==> config.mk <==
export PLATFORM = sky130hd
export DESIGN_NAME = ls_issue
export DESIGN_NICKNAME = d
export VERILOG_FILES = /design/src/ls_pkg.sv /design/src/ls_issue.sv
export SDC_FILE = /design/constraint.sdc
export NUM_CORES = 1
export LEC_CHECK = 0
export BUFFER_PORTS_ARGS = -buffer_cell sky130_fd_sc_hd__buf_2
export CAP_MARGIN = 25
export CELL_PAD_IN_SITES_DETAIL_PLACEMENT = 2
export CELL_PAD_IN_SITES_GLOBAL_PLACEMENT = 2
export CORE_UTILIZATION = 24
export DETAILED_ROUTE_END_ITERATION = 8
export PLACE_DENSITY = 0.85
export SLEW_MARGIN = 5
export SYNTH_ARGS = -nofsm -noshare
export SYNTH_HDL_FRONTEND = slang
export SYNTH_SLANG_ARGS = --single-unit
==> constraint.sdc <==
create_clock -name CLK -period 2.55 [get_ports CLK]
set_input_delay 0.255 -clock CLK [delete_from_list [all_inputs] [get_ports CLK]]
set_output_delay 0.255 -clock CLK [all_outputs]
set_load 0.02 [all_outputs]
==> src/ls_pkg.sv <==
`default_nettype none

package ls_pkg;

    localparam int WORD_W     = 32;
    localparam int REG_COUNT  = 32;
    localparam int REG_IDX_W  = 5;

    // operation queue sizing
    localparam int OPQ_DEPTH  = 4;
    localparam int OPQ_PTR_W  = $clog2(OPQ_DEPTH);
    localparam int OPQ_CNT_W  = $clog2(OPQ_DEPTH + 1);

    // data memory, word addressed through addr[9:2]
    localparam int DMEM_WORDS = 256;
    localparam int DMEM_IDX_W = $clog2(DMEM_WORDS);
    localparam int DMEM_WAIT  = 2;     // request to hit, in cycles
    localparam int WAIT_CNT_W = $clog2(DMEM_WAIT + 1);

    typedef logic [WORD_W-1:0]    word_t;
    typedef logic [REG_IDX_W-1:0] regbits_t;

    typedef enum logic [1:0] {
        MEM_NONE,
        LOAD,
        STORE
    } mem_type_t;

    // completion kind reported by the load/store unit
    typedef enum logic [1:0] {
        dhit_na,
        dhit_load,
        dhit_store
    } dhit_t;

endpackage

`default_nettype wire

==> src/ls_issue.sv <==
`default_nettype none

module ls_issue (
    input  logic              CLK,
    input  logic              nRST,
    input  logic              q_empty,
    input  ls_pkg::mem_type_t q_mem_type,
    input  ls_pkg::regbits_t  q_rs1,
    input  ls_pkg::regbits_t  q_rs2,
    input  ls_pkg::regbits_t  q_rd,
    input  ls_pkg::word_t     q_imm,
    input  ls_pkg::dhit_t     dhit,
    output logic              q_pop,
    output logic              enable,
    output ls_pkg::mem_type_t mem_type,
    output ls_pkg::regbits_t  rs1_idx,
    output ls_pkg::regbits_t  rs2_idx,
    output ls_pkg::regbits_t  rd_in,
    output ls_pkg::word_t     imm
);

    typedef enum logic [1:0] {
        idle, active, cooldown
    } state_t;

    state_t state;
    logic   take;

    // head is still valid in the cycle q_pop goes out
    assign take = (state == idle) && !q_pop && !q_empty;

    always_ff @(posedge CLK, negedge nRST) begin
        if (!nRST) begin
            state    <= idle;
            q_pop    <= 1'b0;
            enable   <= 1'b0;
            mem_type <= ls_pkg::MEM_NONE;
        end
        else begin
            q_pop <= 1'b0;
            case (state)
                idle: begin
                    if (q_pop) begin
                        if (mem_type != ls_pkg::MEM_NONE) begin
                            enable <= 1'b1;
                            state  <= active;
                        end    // MEM_NONE is dropped here
                    end
                    else if (take) begin
                        q_pop    <= 1'b1;
                        mem_type <= q_mem_type;
                    end
                end
                active: begin
                    if (dhit != ls_pkg::dhit_na) begin
                        enable <= 1'b0;
                        state  <= cooldown;
                    end
                end
                cooldown: state <= idle;    // unit needs enable low to re-arm
                default:  state <= idle;
            endcase
        end
    end

    // operand fields
    always_ff @(posedge CLK) begin
        if (take) begin
            rs1_idx <= q_rs1;
            rs2_idx <= q_rs2;
            rd_in   <= q_rd;
            imm     <= q_imm;
        end
    end

endmodule

`default_nettype wire

== After elaboration in Yosys (flattened, before gate mapping) ==
Cells that the tools add are included.

* Register bits: 53
* Input bits: 54
* Logic and storage cells: 35

* Bitwise logic cells: 1
* Eq/ne operators: 4
* Multiplexer cells: 11
* Reductions and logical operators: 11

{| class="wikitable"
|+ Operators by type and width
! cell !! count
|-
| $mux 1 || 6
|-
| $mux 2 || 3
|-
| $reduce_and 3->1 || 2
|-
| $reduce_bool 2->1 || 3
|-
| $ne 2x2->1 const B || 2
|-
| $pmux 2 s2 || 1
|-
| $reduce_and 4->1 || 1
|-
| $eq 2x1->1 const B || 1
|-
| $logic_and 1x1->1 || 2
|-
| $logic_not 1->1 || 2
|-
| $logic_not 2->1 || 1
|-
| $ne 2x1->1 const B || 1
|-
| $pmux 1 s2 || 1
|-
| $not 1->1 || 1
|}

== Longest topological paths before layout ==
* Depth in word-level cells: 6
* Gate-level depth with buffers: 3
* Depth with buffers taken out: 3

== Worst setup path after synthesis ==
Ideal clock, no wire load.

* Kind: register -> register
* From: register q_pop
* To: register mem_type[0]
* Path slack: -160 ps
* Buffers on the path: 0
* Stages on the path, launching flop included: 3
* Clock period less this slack: 2710 ps
* Arrival: 2585 ps
* Cells stage by stage: dfrtp_1 -> nor4_4 -> mux2_2

* Longest elaborated chain between the ends: 4
* Elaborated cells between the ends (all ways): 5

{| class="wikitable"
|+ RTL lines
! element !! RTL line !! source
|-
| start: declaration || ls_issue.sv:13 || <nowiki>output logic q_pop,</nowiki>
|-
| start signal: assignment || ls_issue.sv:35 || <nowiki>q_pop <= 1'b0;</nowiki>
|-
| start signal: assignment || ls_issue.sv:40 || <nowiki>q_pop <= 1'b0;</nowiki>
|-
| start signal: assignment || ls_issue.sv:50 || <nowiki>q_pop <= 1'b1;</nowiki>
|-
| $logic_not 1->1 || ls_issue.sv:30 || <nowiki>assign take = (state == idle) && !q_pop && !q_empty;</nowiki>
|-
| $logic_and 1x1->1 (2 in series) || ls_issue.sv:30 ||
|-
| via take || ls_issue.sv:27 || <nowiki>logic take;</nowiki>
|-
| $reduce_and 3->1 (no line) || -- ||
|-
| end signal: assignment || ls_issue.sv:37 || <nowiki>mem_type <= ls_pkg::MEM_NONE;</nowiki>
|-
| end signal: assignment || ls_issue.sv:51 || <nowiki>mem_type <= q_mem_type;</nowiki>
|-
| end: declaration || ls_issue.sv:15 || <nowiki>output ls_pkg::mem_type_t mem_type,</nowiki>
|}

The timed path passes the listed nets, and every way through them passes these cells.
A chain may end at the register's enable or synchronous reset.

== Worst setup path after layout ==
* From: register state[1]
* To: register mem_type[1]

* Longest elaborated chain between the ends: 4

{| class="wikitable"
|+ RTL lines
! element !! RTL line !! source
|-
| start: declaration || ls_issue.sv:26 || <nowiki>state_t state;</nowiki>
|-
| start signal: assignment || ls_issue.sv:34 || <nowiki>state <= idle;</nowiki>
|-
| start signal: assignment || ls_issue.sv:46 || <nowiki>state <= active;</nowiki>
|-
| start signal: assignment || ls_issue.sv:57 || <nowiki>state <= cooldown;</nowiki>
|-
| $logic_not 2->1 || ls_issue.sv:30 ||
|-
| $logic_and 1x1->1 (2 in series) || ls_issue.sv:30 ||
|-
| via take || ls_issue.sv:27 ||
|-
| $reduce_and 3->1 (no line) || -- ||
|}

The timed path passes the listed nets, and every way through them passes these cells.

==> results.ini <==
[grt]
antenna_found_initial = 0
grt_pass1_wl_mm = 5.83
gr-total-overflow = 0
grt_pass1_vias = 1140
grt_use_total_pct = 10.7
grt_max_degree = 30

[route]
routed_wl_mm = 3.85
wl_per_cell_um = 15.0
num_vias = 1060
initialDrtViolationCount = 6
ant_nets = 0
drc = 0
first_pass_iters = 4
vias_per_cell = 4.12

[logic_synthesis]
ys_seq_area_share_pct = 94.5
syn-cell-area_mm2 = 0.00165
ys_seq_elements = 53
synth_cells = 65
ys_warn_count = 0
syn-mean-instance-area_um2 = 25.4
ys_types = 11
synth_fp_nets = 119

[clock_network]
clk_latency_ns = 0.30
post_cts_buffers = 0
post_cts_resized = 0
cts_root_buffer = clkbuf_8
cts_max_level = 2
max-clock-path-buffers = 2
cts_hold_buffers = 1
clock_sinks = 53
cts_buffers = 5
cts_tree = done
path_clk_slew_ns = 0.09

[sta]
slew_headroom_pct = 74.7
final-max-slew-violation-count = 0
finalCritPeriodShare_pct = 60.0
fmax_mhz = 653
finClkSkew_ns = 0.00611
final_hold_viol_count = 0
worstMarginPinSlew_ns = 0.379
worst_slack_ns = 1.02
period_needed_ns = 1.53
setup_viol = 0
grt_setup_unrepaired = no

[placement]
gp_congestion = 0.660
hpwl_mm = 2.95
numPortBuffers = 104
dpl.cell_count = 248
dp_slack_ns = 0.992
post_dp_cell_area_mm2 = 0.00228

[cells_and_area]
antenna_cells = 0
fillCellCount = 659
drive_gt1_share_pct = 63.9
stdcell_count = 257
utilization_pct = 37.0
syn_to_final_growth_pct = 45.3
final_nets = 233
final_area_mm2 = 0.00240

[setup_path]
end_kind = flop
cp_max_fo = 20
crit_type = reg2reg
worst_setup_path_start_kind = flop
crit_arrival_ns = 1.72
required_ns = 2.74
crit_slowest_cell = dfrtp_1
max_stage_delay_ns = 0.44
cp_cell_sequence = nor4_4, buf_4, mux2_2

[run_status]
status = finished clean

[power]
peakVddDrop_uv = 443
leakagePower_nw = 1.02
power_w = 0.00254
p_per_area_mw_per_mm2 = 1060

[die]
io-pin-count = 105
core_mm2 = 0.00649
rows = 29
die_w_um = 85.0
die-height_um = 85.0
design.die.area_mm2 = 0.00722
start_util_pct = 25.4

[min_path]
hold_class = in2reg

[run]
maxCapViolCount = 0

[critical path: cells and delay by family, from the launching register on]
kind	cells	cell delay [ns]
buf+inv	1	0.31
flops	1	0.44
simple gates	1	0.30
mux	1	0.37
[layout make-up]
class	instances	area (um2)	area share [%]
timing repair buffer	107	546	22.7
clock inverter	2	33.8	1.41
sequential	53	1560	65.0
tap	77	96.3	4.01
multi-input combinational	12	91.3	3.80
clock buffer	6	72.6	3.02
[flip-flops by register name, summed over array words and instances (netlist names)]
| name | count |
|---|---|
| rs1_idx | 5 |
| enable | 1 |
| rd_in | 5 |
| mem_type | 2 |
| q_pop | 1 |
| rs2_idx | 5 |
| imm | 32 |
| state | 2 |
[stage by stage]
stage          setup TNS (ns)  hold slack [ns]
6_report                    0            0.124
2_1_floorplan          -0.246          -0.0406
3_5_place_dp                0           0.0910
5_1_grt                     0            0.105
4_1_cts                     0            0.113
3_3_place_gp                0           0.0865
[synthesized netlist by cell type]
cell type	instances	area, um2
nand2b_1	1	6.26
o211ai_1	1	7.51
nor4_4	1	21.3
nor2_1	3	11.3
mux2_2	2	22.5
o31ai_1	1	7.51
nand2_1	1	3.75
edfxtp_1	47	1410
dfrtp_1	6	150
nor4_1	1	6.26
o21ai_0	1	5.00
[where the power goes]
part	internal, W	total [W]	leakage [nW]	switching [W]
registers	0.00122	0.00130	0.516	0.0000805
logic	0.000212	0.000687	0.452	0.000475
clock network	0.000290	0.000558	0.0528	0.000268
[worst paths after layout]
kind                           from     endpoint  slack (ns)  cells after the start
max in group asynchronous      nRST     state[1]        2.11                      2
min                         q_rd[1]     rd_in[1]        0.12                      1
min reg2reg                  enable       enable        0.54                      2
min in group asynchronous      nRST  mem_type[1]        0.30                      2
max                        state[1]  mem_type[1]        1.02                      3
max reg2reg                state[1]  mem_type[1]        1.02                      3
[cells in the final DEF, fill, tap and decap left out, types with 2 or more instances in the layout]
cell,count
clkbuf_8,5
dfrtp_1,6
mux2_2,2
edfxtp_1,47
buf_2,104
nor2_1,3
buf_4,2
[logic make-up (layout without fill, tap and decap cells)]
kind of cell	after synthesis	count (layout)	synth area share, %
AO/OA/AOI/OAI	3	3	1.21
buffers and inverters	0	115	0
flip-flops	53	53	94.5
multiplexers	2	2	1.36
AND/OR/NAND/NOR	7	7	2.95
[routing by layer]
layer,up-vias,global-route usage (%),wire [um]
met4,0,2.77,27
met3,4,4.86,424
met2,67,19.3,1940
met1,507,11.4,1460
li1,482,-,-
met5,-,0,0
Note: power is estimated with default switching activity, not from simulation.
