$ cat src/ls_pkg.sv
`default_nettype none

package ls_pkg;

    localparam int WORD_W     = 32;
    localparam int REG_COUNT  = 32;
    localparam int REG_IDX_W  = 5;

    // operation queue sizing
    localparam int OPQ_DEPTH  = 4;
    localparam int OPQ_PTR_W  = $clog2(OPQ_DEPTH);
    localparam int OPQ_CNT_W  = $clog2(OPQ_DEPTH + 1);

    // data memory, word addressed through addr[9:2]
    localparam int DMEM_WORDS = 256;
    localparam int DMEM_IDX_W = $clog2(DMEM_WORDS);
    localparam int DMEM_WAIT  = 2;     // request to hit, in cycles
    localparam int WAIT_CNT_W = $clog2(DMEM_WAIT + 1);

    typedef logic [WORD_W-1:0]    word_t;
    typedef logic [REG_IDX_W-1:0] regbits_t;

    typedef enum logic [1:0] {
        MEM_NONE,
        LOAD,
        STORE
    } mem_type_t;

    // completion kind reported by the load/store unit
    typedef enum logic [1:0] {
        dhit_na,
        dhit_load,
        dhit_store
    } dhit_t;

endpackage

`default_nettype wire

$ cat src/scalar_ls_unit.sv
`default_nettype none

module scalar_ls_unit (
    input  logic              CLK,
    input  logic              nRST,
    input  logic              enable,
    input  ls_pkg::mem_type_t mem_type,
    input  ls_pkg::word_t     rs1,
    input  ls_pkg::word_t     rs2,
    input  ls_pkg::word_t     imm,
    input  ls_pkg::regbits_t  rd_in,
    input  logic              dhit_in,
    input  ls_pkg::word_t     dmem_in,
    output ls_pkg::word_t     dmemaddr,
    output ls_pkg::word_t     dmemstore,
    output ls_pkg::word_t     dmemload,
    output logic              dmemREN,
    output logic              dmemWEN,
    output ls_pkg::dhit_t     dhit,
    output ls_pkg::regbits_t  rd
);

    typedef enum logic {
        idle, latched
    } state_t;

    state_t state, next_state;

    ls_pkg::word_t    addr, latched_addr, next_addr;
    ls_pkg::word_t    latched_store, next_store;
    ls_pkg::regbits_t latched_rd, next_rd;
    logic latched_ren, next_ren, latched_wen, next_wen;
    logic latched_enable, start;

    assign addr  = imm + rs1;
    assign start = enable && !latched_enable;    // new work on enable rise

    always_ff @(posedge CLK, negedge nRST) begin
        if (!nRST) begin
            state          <= idle;
            latched_enable <= 1'b0;
            latched_addr   <= '0;
            latched_store  <= '0;
            latched_ren    <= 1'b0;
            latched_wen    <= 1'b0;
            latched_rd     <= '0;
        end
        else begin
            state          <= next_state;
            latched_enable <= enable;
            latched_addr   <= next_addr;
            latched_store  <= next_store;
            latched_ren    <= next_ren;
            latched_wen    <= next_wen;
            latched_rd     <= next_rd;
        end
    end

    // request capture
    always_comb begin
        next_addr  = latched_addr;
        next_store = latched_store;
        next_ren   = latched_ren;
        next_wen   = latched_wen;
        next_rd    = latched_rd;
        if (start) begin
            next_addr  = addr;
            next_store = rs2;
            next_ren   = (mem_type == ls_pkg::LOAD);
            next_wen   = (mem_type == ls_pkg::STORE);
            next_rd    = rd_in;
        end
    end

    // memory drive and completion
    always_comb begin
        next_state = state;
        dmemaddr   = '0;
        dmemstore  = '0;
        dmemREN    = 1'b0;
        dmemWEN    = 1'b0;
        dmemload   = '0;
        dhit       = ls_pkg::dhit_na;
        rd         = '0;
        if (enable) begin
            case (state)
                idle: begin
                    // first cycle goes straight from the operands
                    if (start && (next_ren || next_wen)) begin
                        dmemaddr   = addr;
                        dmemREN    = next_ren;
                        dmemWEN    = next_wen;
                        dmemstore  = next_wen ? rs2 : '0;
                        next_state = latched;
                    end
                end
                latched: begin
                    dmemaddr  = latched_addr;
                    dmemstore = latched_store;
                    dmemREN   = latched_ren;    // held through the hit cycle
                    dmemWEN   = latched_wen;
                    if (dhit_in) begin
                        next_state = idle;
                        if (latched_ren) begin
                            dhit     = ls_pkg::dhit_load;
                            dmemload = dmem_in;
                            rd       = latched_rd;
                        end
                        else if (latched_wen)
                            dhit = ls_pkg::dhit_store;
                    end
                end
                default: next_state = idle;
            endcase
        end
        else
            next_state = idle;
    end

endmodule

`default_nettype wire

$ cat config.mk
export PLATFORM = sky130hd
export DESIGN_NAME = scalar_ls_unit
export DESIGN_NICKNAME = d
export VERILOG_FILES = /design/src/ls_pkg.sv /design/src/scalar_ls_unit.sv
export SDC_FILE = /design/constraint.sdc
export NUM_CORES = 1
export LEC_CHECK = 0
export BUFFER_PORTS_ARGS = -buffer_cell sky130_fd_sc_hd__buf_4
export CORE_MARGIN = 5
export CORE_UTILIZATION = 53
export CTS_BUF_LIST = sky130_fd_sc_hd__clkbuf_4
export CTS_CLUSTER_DIAMETER = 80
export DETAILED_ROUTE_END_ITERATION = 8
export PLACE_DENSITY = 0.95
export REMOVE_ABC_BUFFERS = 1
export SLEW_MARGIN = 20
export SYNTH_ARGS = -nofsm -noshare
export SYNTH_HDL_FRONTEND = slang
export SYNTH_SLANG_ARGS = --single-unit
$ cat constraint.sdc
create_clock -name CLK -period 6.6 [get_ports CLK]
set_clock_uncertainty 0.15 [all_clocks]
set_input_delay 0.33 -clock CLK [delete_from_list [all_inputs] [get_ports CLK]]
set_output_delay 0.33 -clock CLK [all_outputs]
set_load 0.05 [all_outputs]
Yosys cells after proc, flatten, opt, wreduce, memory -nomap -nowiden. Cells that the tools add are included.

Bits in registers: 73. Output and inout port bits: 105. Logic and storage cells: 47.

Add/sub/neg operators: 1. Equal/unequal tests: 2. Multiplexer cells: 32. Bitwise logic cells: 1. Reductions and logical operators: 4.

Operator list (count): 2-to-1 mux 32 bit (9); one-hot mux 32 bit (2 select lines) (2); adder 32 bit (1); 2-to-1 mux 5 bit (4); 2-to-1 mux 2 bit (5); 2-to-1 mux 1 bit (9); one-hot mux 1 bit (2 select lines) (3); == test 2 x 1 -> 1 bit (second input constant) (1); == test 2 bit (second input constant) (1); logical AND 1 bit (2); logical NOT 1 bit (1); logical OR 1 bit (1); NOT 1 bit (1).

Logic depth before layout (Yosys ltp). Gate-level depths: netlist of the first run.

Depth in word-level cells: 8. Depth in mapped cells: 9.

Worst setup path before layout of the first run. No wires, ideal clock.

Kind: in2out. Start: input port rs1[0]. End: output port dmemaddr[26]. Arrival: 3184 ps. Slack: 2936 ps. Stages: 9. Path buffers: 0. Cells stage by stage: ha_1 -> fa_1 -> a21o_1 -> a221oi_2 -> o21ba_4 -> o31a_1 -> a21oi_1 -> xnor2_1 -> o21ai_0.

Longest elaborated chain between the ends: 4.

Ends and longest elaborated chain: start: declaration (RTL line scalar_ls_unit.sv:8) `input ls_pkg::word_t rs1,`; adder 32 bit (RTL line scalar_ls_unit.sv:35) `assign addr = imm + rs1;`; 2-to-1 mux 32 bit (RTL line scalar_ls_unit.sv:89) `if (start && (next_ren || next_wen)) begin`; one-hot mux 32 bit (2 select lines) (RTL line scalar_ls_unit.sv:86) `case (state)`; 2-to-1 mux 32 bit (RTL line scalar_ls_unit.sv:85) `if (enable) begin`; end: declaration (RTL line scalar_ls_unit.sv:14) `output ls_pkg::word_t dmemaddr,`.

No other way between the ends.

Worst setup path in the final report of the first run.
Start: register state. End: output port dmemload[12].

Longest elaborated chain between the ends: 2.

Ends and longest elaborated chain: start: declaration (RTL line scalar_ls_unit.sv:27) `state_t state, next_state;`; start signal: assignment (RTL line scalar_ls_unit.sv:40) `state <= idle;`; start signal: assignment (RTL line scalar_ls_unit.sv:49) `state <= next_state;`; 2-to-1 mux 32 bit (RTL line scalar_ls_unit.sv:86); 2-to-1 mux 32 bit (RTL line scalar_ls_unit.sv:85); end: declaration (RTL line scalar_ls_unit.sv:16) `output ls_pkg::word_t dmemload,`.

No other way between the ends.

==> summary.md, run 1 <==
| Metric | Value |
|---|---|
| Clk Latency, worst-skew pair | `390 ps` |
| Final Hold Fails | `0` |
| Clock Power Share | `25.0%` |
| Max-cap violations | `0` |
| Count of nets after finishing | `1111` |
| CP Cell Sequence | `and2_2, buf_4, and3_1, and2_1, buf_4` |
| Nature of the critical path endpoint | `primary output` |
| Synthesis-to-layout area growth | `45.1%` |
| Arrival @ worst endpoint | `3130 ps` |
| R2R Path Start | `latched_enable` |
| HPWL reported at the end of detailed placement | `13100 µm` |
| Critical Path Start Type | `flip-flop` |
| Drt pass-1 iters | `7` |
| Transition time at the pin with the least slew margin | `971 ps` |
| Average footprint of a synthesized cell | `8.07 µm²` |
| Number of cells on the critical path | `5` |
| Sum of negative setup slack | `0 ps` |
| FF-to-FF setup slack | `4400 ps` |
| Combinational cell fraction of total power | `37.2%` |
| Total congestion overflow after global routing | `0` |
| Worst path required time | `6120 ps` |
| Ratio of final minimum period to clock period | `54.8%` |
| Number of cells traversed by the worst hold path | `3` |
| Hold Crit Class | `in -> reg` |
| Filler Cell Count | `681` |
| Minimum clock period | `3610 ps` |
| Cell-internal power | `959 µW` |
| Largest fanout of any net on the critical path | `65` |
| Run status | `completed` |
| Prevailing post-synth register cell | `dfrtp_1` |
| Wire length of the first global-routing pass | `30800 µm` |
| Final-report setup violation count | `0` |
| Starting Density | `53.9%` |
| Hold wc startpoint | `dhit_in` |
| Fraction of final layout cells with drive strength greater than 1 | `31.0%` |
| Commonest non-fill, non-tap cell in the layout | `buf_4` |
| Routability cong. | `0.897` |
| Headroom to the max-slew limit | `35.3%` |
| Most used cells in the layout excluding fill and tap cells | `buf_4, nand2_1, dfrtp_1` |
| Reg-to-reg critical path endpoint | `latched_addr[31]` |
| Setup ws final | `2990 ps` |
| Clock tree from TritonCTS | `yes` |
| Setup repair after global routing missed its margin | `no` |
| Register area share after synthesis | `33.1%` |
| CP max-delay cell | `and3_1` |
| Total routing usage reported by global routing | `29.5%` |
| Crit path top cell by count | `buf_4` |
| Number of enable-type register cells in the synthesized netlist | `0` |
| Max Buffers Root-to-Sink | `2` |
| Number of instances in the synthesized netlist | `683` |
| Remaining design rule violation count | `0` |
| Start-to-end type of the worst setup path | `reg -> out` |
| Largest net degree at the start of global routing | `74` |
| Flip-flop and latch count after synthesis | `73` |
| Width of the chip | `112 µm` |
| Top Ports | `244` |
| Yosys warns | `0` |
| Worst Hold Path EP | `state` |
| Number of CTS-inserted buffers | `9` |
| Post-synthesis cell type count | `57` |
| Length in cells of the worst reg-to-reg path | `4` |
| Layout Cell Area excl Fill | `8000 µm²` |
| Vias per Instance | `5.80` |
| Final core occ | `78.2%` |
| Power dissipated by switching net loads | `546 µW` |
| Buffers & Inverters on Critical Path | `2` |
| Setup repair bufs after CTS | `0` |
| Full die area | `12500 µm²` |
| Clock transition at path regs | `120 ps` |
| Total placed instance area | `7410 µm²` |
| Routed WL per cell | `17.7 µm` |
| Top achievable clock speed | `0.277 GHz` |
| Buffers added on ports | `243` |
| Vias in the first global route | `6299` |
| Die height | `112 µm` |
| Detail Route Antenna Nets | `0` |
| Peak supply drop | `0.000144 V` |
| Via total after detailed routing | `6283` |
| Core region area | `10200 µm²` |
| Proportion of power drawn by flip-flops and latches | `37.9%` |
| Family with the most delay on the worst path | `simple AND/OR/NAND/NOR gates` |
| Max-slew violation total from the final report | `0` |
| Post-synthesis instance area | `5510 µm²` |
| Count of H-tree levels built during CTS | `3` |
| CTS Sinks | `73` |
| Lkg Pwr | `0.00407 µW` |
| Initial DRC Count | `426` |
| Crit-path max cell delay | `860 ps` |
| Pwr/cell area | `188 nW/µm²` |
| Cell chosen for the clock root | `clkbuf_4` |
| Post-CTS Resized | `0` |
| # rows | `37` |
| Switching fraction of total power | `36.3%` |
| Async set-reset flop share out of synthesis | `100%` |
| Dpl ws | `3220 ps` |
| Initial antenna violation count | `2` |
| Routed wire length | `19200 µm` |
-- layout make-up --
type | instances | area (µm²) | share of cell area, %
Sequential cell | 73 | 1830 | 22.8
Clock buffer | 9 | 67.6 | 0.844
Clock inverter | 7 | 126 | 1.58
Antenna cell | 2 | 5.00 | 0.0625
Tap cell | 136 | 170 | 2.13
Timing Repair Buffer | 287 | 2250 | 28.1
Inverter | 8 | 30.0 | 0.375
Multi-Input combinational cell | 561 | 3520 | 44.0
-- timing repair --
action / 4_1_cts / 5_1_grt
endpoints found under the hold margin: 111 / 0
hold buffers: 39 / 0
endpoints found under the setup margin: 0 / 0
-- logic make-up after synthesis --
| kind of cell | share of synthesized area (%) |
|---|---|
| fa+ha+maj | 7.40 |
| buf+inv | 3.38 |
| mux | 2.41 |
| xor+xnor | 4.29 |
| flops | 33.1 |
| simple gates | 24.7 |
| compound gates | 24.7 |
-- power by group through the flow --
stage | sequential [µW] | clock, µW | combinational [µW]
2_1_floorplan | 563 | 0 | 354
3_3_place_gp | 570 | 0 | 513
3_5_place_dp | 575 | 0 | 526
4_1_cts | 566 | 376 | 548
5_1_grt | 581 | 398 | 608
6_report | 570 | 376 | 559
-- routing by layer --
metal | GRT usage [%] | vias up | wire, µm
li1 | - | 2921 | -
met1 | 33.8 | 2910 | 7090
met2 | 52.7 | 361 | 9700
met3 | 4.18 | 91 | 1320
met4 | 16.2 | 0 | 1070
met5 | 0 | - | 0
-- tightest hold or removal path: cells and delay by family --
family          cells  cell delay, ps
compound gates      1             180
simple gates        1              40
buf+inv             1              90
-- how the worst max path moves through the flow --
stage | start | to | slack, ps
final | state | dmemload[12] | 2990
after global routing | state | dmemload[12] | 2760
after CTS | state | dmemload[12] | 3050
after detailed placement | rs1[0] | dmemaddr[28] | 3220
after global placement | rs1[0] | dmemaddr[28] | 3240
after floorplan | latched_enable | dmemaddr[31] | 2230
-- registers in the layout (all words and copies together) (netlist names) --
name            flops
latched_addr       32
latched_store      32
latched_rd          5
latched_enable      1
latched_ren         1
latched_wen         1
state               1
-- per-stage QoR --
stage / hold WS (ps) / cells / power [µW]
floorplan: -116 / 642 / 917
global placement: 301 / 1026 / 1080
detailed placement: 304 / 1026 / 1100
CTS: 93.5 / 1081 / 1490
global route: 104 / 1083 / 1590
finish: 126 / 1083 / 1510
-- cell usage after synthesis, drive strengths merged, types with 2 or more instances --
master | number | area, µm²
or3 | 2 | 12.5
clkbuf | 38 | 144
nand4 | 11 | 68.8
mux2i | 2 | 20.0
a22o | 53 | 464
a31oi | 5 | 31.3
a31o | 2 | 17.5
a221oi | 2 | 23.8
nand2 | 183 | 687
inv | 8 | 30.0
nor4b | 2 | 23.8
a21o | 13 | 97.6
a211oi | 6 | 50.1
o31a | 2 | 17.5
dfrtp | 73 | 1830
nor2b | 7 | 43.8
and2 | 44 | 275
xor2 | 5 | 43.8
o21a | 8 | 67.6
a21oi | 34 | 170
ha | 31 | 388
xnor2 | 22 | 193
buf | 3 | 12.5
nor2 | 25 | 96.4
o22ai | 4 | 25.0
o21ba | 3 | 36.3
nand3 | 6 | 30.0
and3 | 5 | 32.5
or4 | 2 | 15.0
o21bai | 7 | 52.6
nor3 | 6 | 30.0
mux2 | 10 | 113
nand2b | 4 | 25.0
o21ai | 40 | 200
o211ai | 3 | 22.5
(Power assumes the default switching activity.)
==> inputs of run 2 (changes only) <==
--- a/config.mk
+++ b/config.mk
@@ -7,11 +7,11 @@
 export LEC_CHECK = 0
 export BUFFER_PORTS_ARGS = -buffer_cell sky130_fd_sc_hd__buf_4
 export CORE_MARGIN = 5
-export CORE_UTILIZATION = 53
+export CORE_UTILIZATION = 45
 export CTS_BUF_LIST = sky130_fd_sc_hd__clkbuf_4
 export CTS_CLUSTER_DIAMETER = 80
 export DETAILED_ROUTE_END_ITERATION = 8
-export PLACE_DENSITY = 0.95
+export PLACE_DENSITY = 0.87
 export REMOVE_ABC_BUFFERS = 1
 export SLEW_MARGIN = 20
 export SYNTH_ARGS = -nofsm -noshare
==> constraint.sdc (replaced) <==
create_clock -name CLK -period 3.1 [get_ports CLK]
set_clock_uncertainty 0.15 [all_clocks]
set_input_delay 0.155 -clock CLK [delete_from_list [all_inputs] [get_ports CLK]]
set_output_delay 0.155 -clock CLK [all_outputs]
set_load 0.05 [all_outputs]
==> run 2 against run 1 <==
  * Combinational power grew 120%
  * Sequential cell count stayed put
  * Sequential share of layout area decreased by 0.44 points
  * Die area rose by 16%
  * Total power increased by 110%
  * Final area is 2.0% higher
  * Clock-buffer cell count rose by 1
  * Largest power group unchanged
  * Highest routed layer unchanged
==> summary.md, run 2 (synthesis gave the netlist of run 1 again) <==
| Metric | Value |
|---|---|
| Cell chosen for the clock root | `clkbuf_4` |
| Hold Crit Class | `in -> reg` |
| Remaining design rule violation count | `0` |
| Count of nets after finishing | `1127` |
| Max Buffers Root-to-Sink | `2` |
| Count of H-tree levels built during CTS | `3` |
| Detail Route Antenna Nets | `0` |
| Number of CTS-inserted buffers | `9` |
| Arrival @ worst endpoint | `2660 ps` |
| Global-route track usage on met3 | `3.88%` |
| Synthesis-to-layout area growth | `48.0%` |
| CTS Sinks | `73` |
| Setup repair after global routing missed its margin | `no` |
| Final-report setup violation count | `0` |
| Largest fanout of any net on the critical path | `4` |
| Core region area | `12000 µm²` |
| Wire length of the first global-routing pass | `29000 µm` |
| Starting Density | `45.9%` |
| Clock transition at path regs | `150 ps` |
| Minimum clock period | `2970 ps` |
| Pwr/cell area | `393 nW/µm²` |
| Final core occ | `67.9%` |
| Via total after detailed routing | `6162` |
| Ratio of final minimum period to clock period | `95.7%` |
| HPWL reported at the end of detailed placement | `13300 µm` |
| Worst path required time | `2790 ps` |
| Drt pass-1 iters | `5` |
| Headroom to the max-slew limit | `35.0%` |
| Lkg Pwr | `0.00414 µW` |
| Routed wire length | `18600 µm` |
| Initial DRC Count | `485` |
| Full die area | `14600 µm²` |
| Total congestion overflow after global routing | `0` |
| Die height | `121 µm` |
| Total routing usage reported by global routing | `24.3%` |
| Met1 Resource Use GR | `27.6%` |
| Clk Latency, worst-skew pair | `400 ps` |
| Final Hold Fails | `0` |
| Worst Hold Path EP | `latched_addr[30]` |
| Hold wc startpoint | `imm[30]` |
| Number of cells traversed by the worst hold path | `4` |
| Width of the chip | `121 µm` |
| Top Ports | `244` |
| Setup ws final | `134 ps` |
| Start-to-end type of the worst setup path | `in -> out` |
| Top achievable clock speed | `0.337 GHz` |
| Clock tree from TritonCTS | `yes` |
| Setup repair bufs after CTS | `0` |
| Global-route layer with the greatest usage | `met2` |
| Peak supply drop | `0.000196 V` |
| Fraction of final layout cells with drive strength greater than 1 | `31.6%` |
| # rows | `40` |
| Buffers added on ports | `243` |
| Commonest non-fill, non-tap cell in the layout | `buf_4` |
| Max-cap violations | `0` |
| Vias in the first global route | `6035` |
| Critical Path Start Type | `input port` |
| Nature of the critical path endpoint | `primary output` |
| Registers with the most flip-flops | `latched_addr (32), latched_store (32), latched_rd (5)` |
| R2R Path Start | `latched_enable` |
| Run status | `completed` |
| Met2 demand-to-capacity share in global routing | `44.0%` |
| Vias per Instance | `5.55` |
| FF-to-FF setup slack | `1110 ps` |
| Dpl ws | `105 ps` |
| Routed WL per cell | `16.8 µm` |
| Most used cells in the layout excluding fill and tap cells | `buf_4, nand2_1, dfrtp_1` |
| Length in cells of the worst reg-to-reg path | `4` |
| Routability cong. | `0.888` |
| Transition time at the pin with the least slew margin | `975 ps` |
| Largest net degree at the start of global routing | `74` |
| Initial antenna violation count | `1` |
| Reg-to-reg critical path endpoint | `latched_addr[31]` |
| Max-slew violation total from the final report | `0` |
run 2: critical path: stages:
cell and delay, ps:
buf_4 110, ha_1 230, fa_1 410, a21o_1 200, a221oi_2 290, o21ba_4 230
o31a_1 280, a21oi_1 120, xnor2_1 170, o21ai_0 230, buf_4 240
run 2: timing repair:
item | CTS | global route
gates resized for setup | 0 | 2
hold endpoints to repair | 116 | 0
hold buffers | 45 | 0
setup endpoints to repair | 0 | 3
run 2: power breakdown:
group / internal (µW) / switching (µW) / total, µW / leakage [µW]
Clock: 422 / 375 / 797 / 0.0000972
Sequential: 1120 / 91.4 / 1210 / 0.000897
Combinational: 527 / 679 / 1210 / 0.00315
Total: 2070 / 1150 / 3210 / 0.00414
run 2: layout make-up:
| type | instances | area (µm²) |
|---|---|---|
| clock inverter | 6 | 115 |
| inverter | 8 | 30.0 |
| fill | 950 | 3850 |
| multi-input combinational | 561 | 3540 |
| tap | 147 | 184 |
| sequential | 73 | 1830 |
| antenna | 2 | 5.00 |
| timing repair buffer | 303 | 2390 |
| clock buffer | 10 | 75.1 |
run 2: worst max path at each step:
stage / startpoint / endpoint / slack (ps) / cells after the start
global route: rs1[0] / dmemaddr[26] / 6 / 11
CTS: rs1[1] / dmemaddr[29] / 100 / 10
global placement: rs1[0] / dmemaddr[28] / 160 / 11
finish: rs1[0] / dmemaddr[26] / 130 / 11
detailed placement: rs1[1] / dmemaddr[29] / 100 / 10
floorplan: latched_enable / dmemaddr[31] / -1100 / 4
run 2: layer usage:
metal | vias up | part of all wire [%]
met5 | - | 0
met1 | 2877 | 37
met3 | 61 | 6.9
li1 | 2951 | -
met2 | 273 | 52
met4 | 0 | 4.0
run 2: stage by stage:
stage	setup TNS [ps]	area (µm²)	hold WS, ps	power, µW	instances
2_1_floorplan	-71130	5360	-291	1950	642
3_3_place_gp	0	7500	182	2330	1047
3_5_place_dp	0	7500	191	2360	1047
4_1_cts	0	8140	46.8	3200	1108
5_1_grt	0	8160	102	3390	1109
6_report	0	8160	68.6	3210	1110
