$ cat src/ls_pkg.sv
`default_nettype none

package ls_pkg;

    localparam int WORD_W     = 32;
    localparam int REG_COUNT  = 32;
    localparam int REG_IDX_W  = 5;

    // operation queue sizing
    localparam int OPQ_DEPTH  = 4;
    localparam int OPQ_PTR_W  = $clog2(OPQ_DEPTH);
    localparam int OPQ_CNT_W  = $clog2(OPQ_DEPTH + 1);

    // data memory, word addressed through addr[9:2]
    localparam int DMEM_WORDS = 256;
    localparam int DMEM_IDX_W = $clog2(DMEM_WORDS);
    localparam int DMEM_WAIT  = 2;     // request to hit, in cycles
    localparam int WAIT_CNT_W = $clog2(DMEM_WAIT + 1);

    typedef logic [WORD_W-1:0]    word_t;
    typedef logic [REG_IDX_W-1:0] regbits_t;

    typedef enum logic [1:0] {
        MEM_NONE,
        LOAD,
        STORE
    } mem_type_t;

    // completion kind reported by the load/store unit
    typedef enum logic [1:0] {
        dhit_na,
        dhit_load,
        dhit_store
    } dhit_t;

endpackage

`default_nettype wire

$ cat src/op_queue.sv
`default_nettype none

module op_queue (
    input  logic              CLK,
    input  logic              nRST,
    input  logic              push,
    input  logic              pop,
    input  ls_pkg::mem_type_t in_mem_type,
    input  ls_pkg::regbits_t  in_rs1,
    input  ls_pkg::regbits_t  in_rs2,
    input  ls_pkg::regbits_t  in_rd,
    input  ls_pkg::word_t     in_imm,
    output logic              full,
    output logic              empty,
    output ls_pkg::mem_type_t out_mem_type,
    output ls_pkg::regbits_t  out_rs1,
    output ls_pkg::regbits_t  out_rs2,
    output ls_pkg::regbits_t  out_rd,
    output ls_pkg::word_t     out_imm
);

    ls_pkg::mem_type_t type_q [ls_pkg::OPQ_DEPTH];
    ls_pkg::regbits_t  rs1_q  [ls_pkg::OPQ_DEPTH];
    ls_pkg::regbits_t  rs2_q  [ls_pkg::OPQ_DEPTH];
    ls_pkg::regbits_t  rd_q   [ls_pkg::OPQ_DEPTH];
    ls_pkg::word_t     imm_q  [ls_pkg::OPQ_DEPTH];

    logic [ls_pkg::OPQ_PTR_W-1:0] wr_ptr, rd_ptr;
    logic [ls_pkg::OPQ_CNT_W-1:0] count;
    logic do_push, do_pop;

    assign full    = (count == ls_pkg::OPQ_DEPTH);
    assign empty   = (count == '0);
    assign do_push = push && !full;    // push on full is dropped
    assign do_pop  = pop && !empty;

    always_ff @(posedge CLK, negedge nRST) begin
        if (!nRST) begin
            wr_ptr <= '0;
            rd_ptr <= '0;
            count  <= '0;
        end
        else begin
            if (do_push)
                wr_ptr <= (wr_ptr == ls_pkg::OPQ_DEPTH - 1) ? '0 : wr_ptr + 1'b1;
            if (do_pop)
                rd_ptr <= (rd_ptr == ls_pkg::OPQ_DEPTH - 1) ? '0 : rd_ptr + 1'b1;
            case ({do_push, do_pop})
                2'b10:   count <= count + 1'b1;
                2'b01:   count <= count - 1'b1;
                default: count <= count;    // both or neither
            endcase
        end
    end

    // entry storage
    always_ff @(posedge CLK) begin
        if (do_push) begin
            type_q[wr_ptr] <= in_mem_type;
            rs1_q[wr_ptr]  <= in_rs1;
            rs2_q[wr_ptr]  <= in_rs2;
            rd_q[wr_ptr]   <= in_rd;
            imm_q[wr_ptr]  <= in_imm;
        end
    end

    assign out_mem_type = type_q[rd_ptr];
    assign out_rs1      = rs1_q[rd_ptr];
    assign out_rs2      = rs2_q[rd_ptr];
    assign out_rd       = rd_q[rd_ptr];
    assign out_imm      = imm_q[rd_ptr];

endmodule

`default_nettype wire

$ cat config.mk
export PLATFORM = sky130hd
export DESIGN_NAME = op_queue
export DESIGN_NICKNAME = d
export VERILOG_FILES = /design/src/ls_pkg.sv /design/src/op_queue.sv
export SDC_FILE = /design/constraint.sdc
export NUM_CORES = 1
export LEC_CHECK = 0
export ABC_AREA = 1
export ABC_CLOCK_PERIOD_IN_PS = 8800
export BUFFER_PORTS_ARGS = -buffer_cell sky130_fd_sc_hd__buf_2
export CAP_MARGIN = 20
export CORE_MARGIN = 8
export CORE_UTILIZATION = 25
export DETAILED_ROUTE_END_ITERATION = 6
export GPL_ROUTABILITY_DRIVEN = 0
export GPL_TIMING_DRIVEN = 1
export PLACE_DENSITY = 0.51
export SYNTH_ARGS = -nofsm -noshare
export SYNTH_HDL_FRONTEND = slang
export SYNTH_SLANG_ARGS = --single-unit
$ cat constraint.sdc
create_clock -name CLK -period 8.8 [get_ports CLK]
set_clock_uncertainty 0.1 [all_clocks]
set_input_delay 1.76 -clock CLK [delete_from_list [all_inputs] [get_ports CLK]]
set_output_delay 1.76 -clock CLK [all_outputs]
set_load 0.03 [all_outputs]
After elaboration in Yosys (flattened, before gate mapping)
Memories as Yosys holds them, arrays and structs flattened. Cells that the tools add are included.

Shift-type cells: 0. Add/subtract/negate cells: 4. $mul: 0. Muxes and demuxes: 5. Div/mod/pow operators: 0. Equality and inequality tests: 5. $lt $le $gt $ge: 0. Reductions and logical operators: 6. Bitwise operators: 0.

Operator list (number): $eq 2x2->1 const B (3); $pmux 3 s2 (1); $add 2x1->2 const B (2); $mux 2 (2); $add 3x1->3 const B (1); $eq 3x3->1 const B (1); $logic_not 3->1 (1); $sub 3x1->3 const B (1); $eq 2x1->1 const B (1); $logic_and 1x1->1 (2); $logic_not 1->1 (2); $mux 1 (2); $reduce_bool 2->1 (1).

Input port bits: 53. Bits in writable memories: 196. Bits in latches: 0. ROM bits: 0. Memories: 5. Register bits: 7. Output and inout bits: 51. Word-level logic and storage cells: 28.

Memory list: imm_q (words 4, width 32, rd ports 1, clocked after memory_dff 0, write ports 1, line op_queue.sv:26) `ls_pkg::word_t imm_q [ls_pkg::OPQ_DEPTH];`; rd_q (words 4, width 5, rd ports 1, clocked after memory_dff 0, write ports 1, line op_queue.sv:25) `ls_pkg::regbits_t rd_q [ls_pkg::OPQ_DEPTH];`; rs1_q (words 4, width 5, rd ports 1, clocked after memory_dff 0, write ports 1, line op_queue.sv:23) `ls_pkg::regbits_t rs1_q [ls_pkg::OPQ_DEPTH];`; rs2_q (words 4, width 5, rd ports 1, clocked after memory_dff 0, write ports 1, line op_queue.sv:24) `ls_pkg::regbits_t rs2_q [ls_pkg::OPQ_DEPTH];`; type_q (words 4, width 2, rd ports 1, clocked after memory_dff 0, write ports 1, line op_queue.sv:22) `ls_pkg::mem_type_t type_q [ls_pkg::OPQ_DEPTH];`.

Longest topological paths before layout
Gate-level depths: netlist (run 1).

Word-level depth: 5. Depth in mapped cells: 12. Gate-level depth less buffers: 12.

Least setup slack after synthesis (run 1)
OpenSTA, ideal clock, no wires.

Path type: in2reg. Start point: input port push. End point: memory imm_q[0][0] (netlist name), enable pin. Buffers on the path: 0. Arrival time: 3969 ps. Cell stages on the path: 2. Setup time: 456 ps. Data required time: 8244 ps. Slack: 4275 ps. Cell sequence: nand2_1 -> nor2_1.

Word-level cells in the longest chain between the ends: 3.

Ends and longest elaborated chain: from (decl) (line op_queue.sv:6) `input logic push,`; $logic_and 1x1->1 (line op_queue.sv:34) `assign do_push = push && !full;`; $mux 1 (line op_queue.sv:58) `if (do_push) begin`; $mux 1 (implied by the code) (line op_queue.sv:63) `imm_q[wr_ptr] <= in_imm;`; to (decl) (line op_queue.sv:26).

Every way passes these cells.

Worst setup path after layout (run 1)
Start point: register rd_ptr[0] (netlist name). End point: output port out_imm[21].

Word-level cells in the longest chain between the ends: 1.

Ends and longest elaborated chain: from (decl) (line op_queue.sv:28) `logic [ls_pkg::OPQ_PTR_W-1:0] wr_ptr, rd_ptr;`; from (signal assigned) (line op_queue.sv:47) `rd_ptr <= (rd_ptr == ls_pkg::OPQ_DEPTH - 1) ? '0 : rd_ptr + 1'b1;`; $mem_v2 4x32; to (decl) (line op_queue.sv:19) `output ls_pkg::word_t out_imm`.

Every way passes these cells.

==> out/metrics.yaml, run 1 <==
logic_synthesis:
  synth_top_family_by_area: "compound AO/OA/AOI/OAI gates"
  syn_nets: 693
  synth-seq-cells: 203
  synthSimpleGateAreaFrac_pct: 7.87
  synthCells: 633
  synth.avg_cell_area_um2: 13.5
  seq_area_frac_synth_pct: 71.0
  synth_compound_area_share_pct: 11.6
  synth_fa_ha_area_share_pct: 1.11
  ys_warn_count: 0
  synth_area_um2: 8540
  synth-xor-area-share_pct: 0.103
  yosys-mux-area-fraction_pct: 0
  synth_cell_types: 19
layout:
  antenna_cells: 0
  fin_cells: 1198
  drive_gt1_share_pct: 26.7
  area_growth_pct: 17.9
  final_nets: 795
route:
  routed_wl_mm: 17.6
  via_count: 4797
  drc: 0
  drtAntennaViolNets: 0
  wl_per_cell_um: 14.7
  dr.first_iter.drc_count: 124
  first_pass_iters: 4
  avgViaCountPerCell: 4.00
power:
  power_leakage_nw: 3.97
  power_density_nw_per_um2: 354
  peakVddDrop_mv: 0.238
clock_tree:
  clk_latency_ps: 500
  cts_hold_buf: 0
  clockBufferDepth: 3
  cts_root_buf: "clkbuf_16"
  cts.sinks: 203
  h-tree-depth: 1
  cts_tree: "built"
  post_cts_buffers: 0
  ctsResizeCount: 0
  cts_inserted_buffers: 23
  clk_pin_slew_worst_paths_ps: 60
flow_run:
  drv_cap: 0
grt:
  gr-usage-met1_pct: 10.6
  grt_pass1_vias: 4895
  antenna_found_initial: 2
  grt_usage_pct: 8.54
  grt_max_degree: 88
  use_met2_pct: 14.3
  busiest_layer: "met2"
  grt_overflow: 0
  use_met3_pct: 2.37
  grt_pass1_wl_mm: 27.6
timing:
  report.final.slew_viol_count: 0
  finalSetupViolations: 0
  hold_viol: 0
  relSlewSlack_pct: 34.9
  rsz0062_at_grt: "false"
  final.period_utilization_pct: 55.8
  fin_crit_ps: 4910
  worst_pin_slew_ps: 976
  maxClockFrequency_ghz: 0.204
  finalSetupTns_ps: 0
setup_path:
  critical_path_class: "reg -> out"
  worstPathRequired_ps: 6940
  cp-start-kind: "flip-flop"
  path_max_fanout: 87
  worstSetupEndpointType: "output port"
  arrival_ps: 3050
die:
  initial_core_util_pct: 25.4
  die_width_um: 201
  core_um2: 33600
  rows: 67
  boundaryPins: 104
  fp.dieH_um: 201
  fp.dieArea_um2: 40300
place:
  dp_cells: 1158
  dp_hpwl_mm: 9.74
  io_buffer_count: 103
worst_hold_path:
  min_path_type: "reg -> reg"
run_status:
  status: "finished clean"
synth_stat cells:
cell type	number	share of area, %
edfxtp_1	196	69
nand2_1	162	7.1
inv_1	109	4.8
o211ai_2	50	7.3
o211ai_1	48	4.2
buf_2	15	0.88
buf_6	15	2.0
dfrtp_1	7	2.1
nand3_1	7	0.41
ha_1	6	0.88
nor2_1	6	0.26
inv_2	4	0.18
buf_4	2	0.18
buf_12	1	0.23
fa_1	1	0.23
inv_4	1	0.073
nand4_1	1	0.073
o21ai_0	1	0.059
xnor2_1	1	0.10
registers in the layout, indices dropped and copies added, names as in the netlist:
signal / cells
rd_ptr: 2
count: 3
rs2_q: 20
rd_q: 20
wr_ptr: 2
rs1_q: 20
imm_q: 128
type_q: 8
where the power goes:
part           internal, mW  switching [mW]  leakage, nW
sequential             1.27           0.112         1.88
clock                 0.473           0.352        0.323
combinational         0.377           0.979         1.77
critical path: stages, from the launching register on:
cell and delay (ps):
dfrtp_4 1030, buf_4 890, nand2_1 130, o211ai_1 120
nand2_1 120, buf_2 200
cell type report:
class	count	area (um2)
Clock buffer	26	587
Multi-Input combinational cell	283	1800
Fill cell	3363	23500
Inverter	114	430
Timing Repair Buffer	110	568
Tap cell	448	561
Sequential cell	203	6070
Clock inverter	14	60.1
kinds of logic after synthesis:
logic type / count (synthesis)
xor gates and xnor gates: 1
and+or+nand+nor: 176
DFF: 203
adders and majority gates: 7
AOI/OAI and AO/OA: 99
buffers and inverters: 147
layout by cell type (no fill, tap or decap), types with 2 or more instances in the layout:
cell       instances
edfxtp_1         196
nand2_1          162
inv_1            109
buf_2            103
o211ai_2          50
o211ai_1          48
clkbuf_16         23
clkinv_1           8
nand3_1            7
buf_4              7
ha_1               6
clkinv_2           6
dfrtp_1            5
inv_2              4
nor2_4             4
clkbuf_1           3
nor2_1             2
path summary, 6_finish.rpt:
path	slack, ps	depth (start not counted)	end	from
max in group asynchronous	7420	1	rd_ptr[0]	nRST
worst min register to register	400	1	count[0]	count[0]
worst max-delay path	3890	5	out_imm[21]	rd_ptr[0]
worst min-delay path	400	1	count[0]	count[0]
worst max register to register	6110	4	rd_ptr[1]	rd_ptr[0]
min in group asynchronous	990	1	count[1]	nRST
metrics by stage:
| step | hold WS [ps] | area, um2 | total power [mW] | util (%) | setup slack, ps |
|---|---|---|---|---|---|
| detailed placement | 392 | 9420 | 2.81 | 28.0 | 4360 |
| global route | 414 | 10100 | 3.80 | 30.0 | 3570 |
| CTS | 403 | 10100 | 3.65 | 30.0 | 3810 |
| global placement | 383 | 9420 | 2.80 | 28.0 | 4410 |
| floorplan | 366 | 8540 | 2.46 | - | 4280 |
| finish | 401 | 10100 | 3.57 | 30.0 | 3890 |
per-layer routing:
metal,wire length (um),vias to the layer above
met3,811,30
met5,33,-
met1,7990,2282
li1,-,2389
met2,8200,92
met4,541,4
(Power assumes the default switching activity.)
==> run 2, diff against run 1 <==
- ABC_CLOCK_PERIOD_IN_PS: 8800 -> 4700
- clock period: 8.8 -> 4.7 ns (I/O delays scaled with it)
==> run 2 against run 1 <==
  * Critical path depth fell by 1
  * Sequential share of layout area is 1.1 points lower
  * Cell count grew 0.33%
  * Register-to-register slack got worse by 3900 ps
  * Die area unchanged
  * Routed wire length rose by 4.8%
  * Setup slack got worse by 2700 ps
  * Via count grew 0.75%
  * Count of clock-buffer cells in the layout rose by 3
  * Non-clock buffer count did not move
  * Global-route usage increased by 0.28 points
  * Cell area grew 1.9%
  * Critical endpoint is now out_imm[5]
  * Largest power group unchanged
==> out/metrics.yaml, run 2 (synthesis gave the netlist of run 1 again) <==
setup_path:
  worstPathRequired_ps: 3660
  critical_path_class: "reg -> out"
  arrival_ps: 2490
  crit_cells: 4
  worstPathBufferInverterCount: 2
  path_max_fanout: 49
  cp-start-kind: "flip-flop"
  cp_cell_sequence: "inv_4 > o211ai_2 > nand2_1 > buf_2"
  worstSetupEndpointType: "output port"
  reg2reg_slack_ps: 2220
  reg2reg_from: "count[1]"
  r2r_end: "imm_q[1][14]"
  cpMaxStageDelayCell: "inv_4"
  crit_start: "rd_ptr[1]"
  r2r_cells: 5
  slowest_delay_ps: 740
  critical-path-top-delay-family: "buffers and inverters"
power:
  power_mw: 6.99
  power_leakage_nw: 4.03
  peakVddDrop_mv: 0.343
  power_density_nw_per_um2: 681
die:
  core_um2: 33600
  rows: 67
  fp.dieH_um: 201
  die_width_um: 201
  fp.dieArea_um2: 40300
  initial_core_util_pct: 25.4
  boundaryPins: 104
layout:
  num-fill-cells: 3368
  area_growth_pct: 20.2
  final_cell_mix: "196 x edfxtp_1, 162 x nand2_1, 109 x inv_1, 103 x buf_2, 50 x o211ai_2"
  final_area_um2: 10300
  largest_reg_flops: 128
  antenna_cells: 0
  final_nets: 796
  drive_gt1_share_pct: 26.9
  fin_cells: 1202
  utilization_pct: 30.5
  final_common_cell: "edfxtp_1"
  largest-register: "imm_q"
timing:
  worst_slack_ps: 1170
  relSlewSlack_pct: 38.2
  finalSetupViolations: 0
  worst_pin_slew_ps: 925
  final.period_utilization_pct: 75.1
  fin_crit_ps: 3530
  maxClockFrequency_ghz: 0.283
  finalSetupTns_ps: 0
  report.final.slew_viol_count: 0
  worst_hold_slack_ps: 163
  rsz0062_at_grt: "false"
  hold_viol: 0
clock_tree:
  h-tree-depth: 1
  clk_latency_ps: 510
  clk_pin_slew_worst_paths_ps: 60
  clockBufferDepth: 3
  cts_tree: "built"
  ctsResizeCount: 0
  cts_root_buf: "clkbuf_16"
  cts.sinks: 203
  cts_inserted_buffers: 24
  post_cts_buffers: 0
  cts_hold_buf: 0
flow_run:
  drv_cap: 0
worst_hold_path:
  min_path_type: "in -> async"
route:
  avgViaCountPerCell: 4.02
  via_count: 4833
  drtAntennaViolNets: 0
  dr.first_iter.drc_count: 201
  first_pass_iters: 4
  wl_per_cell_um: 15.3
  routed_wl_mm: 18.4
  drc: 0
place:
  io_buffer_count: 103
  dp_hpwl_mm: 10.7
  pre_cts_ws_ps: 1570
  dp_cells: 1158
  place_area_um2: 9500
grt:
  grt_pass1_vias: 4888
  grt_usage_pct: 8.83
  grt_max_degree: 88
  grt_pass1_wl_mm: 28.5
  grt_overflow: 0
  antenna_found_initial: 2
run_status:
  status: "finished clean"
==> run 2: routing by layer <==
layer	part of all wire (%)	vias up	GRT usage [%]
met5	0.12	-	0
met4	1.8	4	2.29
met3	6.6	34	2.94
met2	46	94	14.4
met1	46	2309	11.1
li1	-	2392	-
==> run 2: cell type report <==
| type | count | area, um2 | area share [%] |
|---|---|---|---|
| Sequential cell | 203 | 6070 | 59.1 |
| Multi-Input combinational cell | 283 | 1800 | 17.5 |
| Clock inverter | 15 | 123 | 1.20 |
| Tap cell | 448 | 561 | 5.46 |
| Clock buffer | 29 | 641 | 6.24 |
| Timing Repair Buffer | 110 | 643 | 6.27 |
| Inverter | 114 | 430 | 4.20 |
==> run 2: how the worst max path moves through the flow <==
stage | slack (ps) | to
after floorplan | 1000 | imm_q[0][0]
after global placement | 1580 | out_imm[31]
after detailed placement | 1570 | out_imm[31]
after CTS | 1000 | out_imm[31]
after global routing | 940 | out_imm[29]
final | 1170 | out_imm[5]
==> run 2: worst reg2reg max path: stages, from the launching register on <==
cell     delay [ps]
dfrtp_1         370
inv_2            60
nand3_1         190
nand2_1         320
nor2_4          780
buf_12          320
==> run 2: where the power goes <==
part / leakage, nW / total (mW) / internal (mW) / switching, mW
registers: 1.88 / 2.60 / 2.38 / 0.222
logic: 1.79 / 2.59 / 0.750 / 1.84
clock network: 0.362 / 1.80 / 1.07 / 0.722
==> run 3, diff against run 2 <==
- ABC_AREA: 1 -> 0
- ABC_CLOCK_PERIOD_IN_PS: 4700 -> 3500
- clock period: 4.7 -> 3.5 ns (I/O delays scaled with it)
==> run 3 against run 2 <==
  * Cell area decreased by 9.1%
  * Non-clock buffer count decreased by 1
  * Count of clock-buffer cells in the layout decreased by 5
  * Largest cell class unchanged
==> out/metrics.yaml, run 3 <==
logic_synthesis:
  synth-seq-cells: 203
  seq_area_frac_synth_pct: 80.0
  synth_area_um2: 7580
  synth_common_cells: "196 x edfxtp_1, 48 x mux4_2, 7 x dfrtp_1, 7 x inv_1, 6 x ha_1"
  ys_warn_count: 0
  async_flop_share_pct: 3.45
  syn_nets: 357
  synth_top_area_share_pct: 77.6
  synthCells: 297
  synth.avg_cell_area_um2: 25.5
  synth_cell_types: 21
  yosysMostFrequentCell: "edfxtp_1"
  synthFlopType: "edfxtp_1"
  synth_largest_area_cell: "edfxtp_1"
  synth.area.top_cells: "edfxtp_1 78%, mux4_2 14%, dfrtp_1 2.3%"
  synth_edf_count: 196
setup_path:
  worstSetupEndpointType: "output port"
  path_max_fanout: 15
  arrival_ps: 2220
  cp-start-kind: "flip-flop"
  worstPathRequired_ps: 2700
  critical_path_class: "reg -> out"
route:
  avgViaCountPerCell: 4.09
  wl_met2_mm: 8.26
  dr.first_iter.drc_count: 110
  via_count: 3377
  drc: 0
  wl_per_cell_um: 19.2
  dr.max_layer_used: "met5"
  drtAntennaViolNets: 0
  met1_length_mm: 6.20
  first_pass_iters: 4
  routed_wl_mm: 15.8
  wl_met3_um: 993
clock_tree:
  h-tree-depth: 1
  post_cts_buffers: 0
  cts_tree: "built"
  cts_inserted_buffers: 23
  clk_latency_ps: 500
  ctsResizeCount: 0
  cts_hold_buf: 1
  clk_pin_slew_worst_paths_ps: 70
  cts.sinks: 203
  cts_root_buf: "clkbuf_16"
  clockBufferDepth: 3
die:
  fp.dieArea_um2: 36100
  rows: 63
  initial_core_util_pct: 25.5
  boundaryPins: 104
  die_width_um: 190
  core_um2: 29700
  fp.dieH_um: 190
timing:
  worst_slack_ps: 482
  maxClockFrequency_ghz: 0.331
  rsz0062_at_grt: "false"
  final.period_utilization_pct: 86.2
  hold_viol: 0
  worst_hold_slack_ps: 312
  finalSetupViolations: 0
  relSlewSlack_pct: 43.5
  report.final.slew_viol_count: 0
  worst_pin_slew_ps: 848
  finalSetupTns_ps: 0
  fin_crit_ps: 3020
layout:
  num-fill-cells: 2851
  utilization_pct: 31.4
  antenna_cells: 0
  final_nets: 479
  final_common_cell: "edfxtp_1"
  drive_gt1_share_pct: 46.4
  largest_reg_flops: 128
  largest-register: "imm_q"
  final_area_um2: 9330
  multi_input_area_um2: 1360
  final_cell_mix: "196 x edfxtp_1, 103 x buf_2, 48 x mux4_2, 23 x clkbuf_16, 7 x inv_1"
  seqCellArea_um2: 6070
  area_growth_pct: 23.1
grt:
  grt_pass1_wl_mm: 23.6
  grt_pass1_vias: 3804
  grt_usage_pct: 8.67
  antenna_found_initial: 1
  grt_max_degree: 50
  grt_overflow: 0
place:
  pre_cts_ws_ps: 951
  place_area_um2: 8540
  io_buffer_count: 103
  dp_hpwl_mm: 9.33
power:
  peakVddDrop_mv: 0.493
  power_density_nw_per_um2: 932
  power_leakage_nw: 3.17
worst_hold_path:
  min_path_type: "in -> reg"
flow_run:
  drv_cap: 0
run_status:
  status: "finished clean"
[run 3: final timing paths]
kind	from	endpoint	slack [ps]	depth (start not counted)
worst max-delay path	rd_ptr[0]	out_imm[22]	480	3
worst min register to register	count[2]	count[2]	420	1
worst max register to register	count[2]	rd_q[1][0]	1320	3
worst min-delay path	in_imm[3]	imm_q[0][3]	310	1
max in group asynchronous	nRST	rd_ptr[0]	2650	2
min in group asynchronous	nRST	rd_ptr[1]	470	2
[run 3: through the flow]
step | power (mW) | instances
after detailed placement | 6.42 | 783
final | 8.70 | 825
after global routing | 9.13 | 825
after floorplan | 5.57 | 297
after CTS | 8.91 | 825
after global placement | 6.37 | 783
[run 3: kinds of logic (layout without fill, tap and decap cells)]
group | Yosys count | after routing | share of synthesized area [%]
buffers and inverters | 19 | 157 | 2.20
adders and majority gates | 7 | 7 | 1.25
muxes | 54 | 54 | 15.3
DFF | 203 | 203 | 80.0
and+or+nand+nor | 11 | 11 | 0.908
xor gates and xnor gates | 3 | 3 | 0.347
[run 3: layer usage]
metal | track usage [%] | vias up
met5 | 0 | -
met1 | 9.63 | 1750
met3 | 2.71 | 24
met2 | 15.7 | 97
met4 | 2.41 | 2
li1 | - | 1504
[run 3: critical path, stage by stage (launching register included)]
cell and delay [ps]:
dfrtp_4 570, buf_4 380, mux4_2 560, buf_2 200
[run 3: report_power, final]
| group | internal (mW) | switching, mW | leakage [nW] |
|---|---|---|---|
| clock | 1.50 | 0.939 | 0.373 |
| combinational | 1.05 | 1.80 | 0.919 |
| sequential | 3.22 | 0.186 | 1.88 |
| total | 5.77 | 2.92 | 3.17 |
[run 3: area by class of cell]
class                           count  share of cell area [%]
Clock buffer                       24                    6.21
Clock inverter                     17                    2.11
Inverter                            7                   0.282
Multi-Input combinational cell     75                    14.6
Sequential cell                   203                    65.0
Tap cell                          390                    5.23
Timing Repair Buffer              109                    6.57
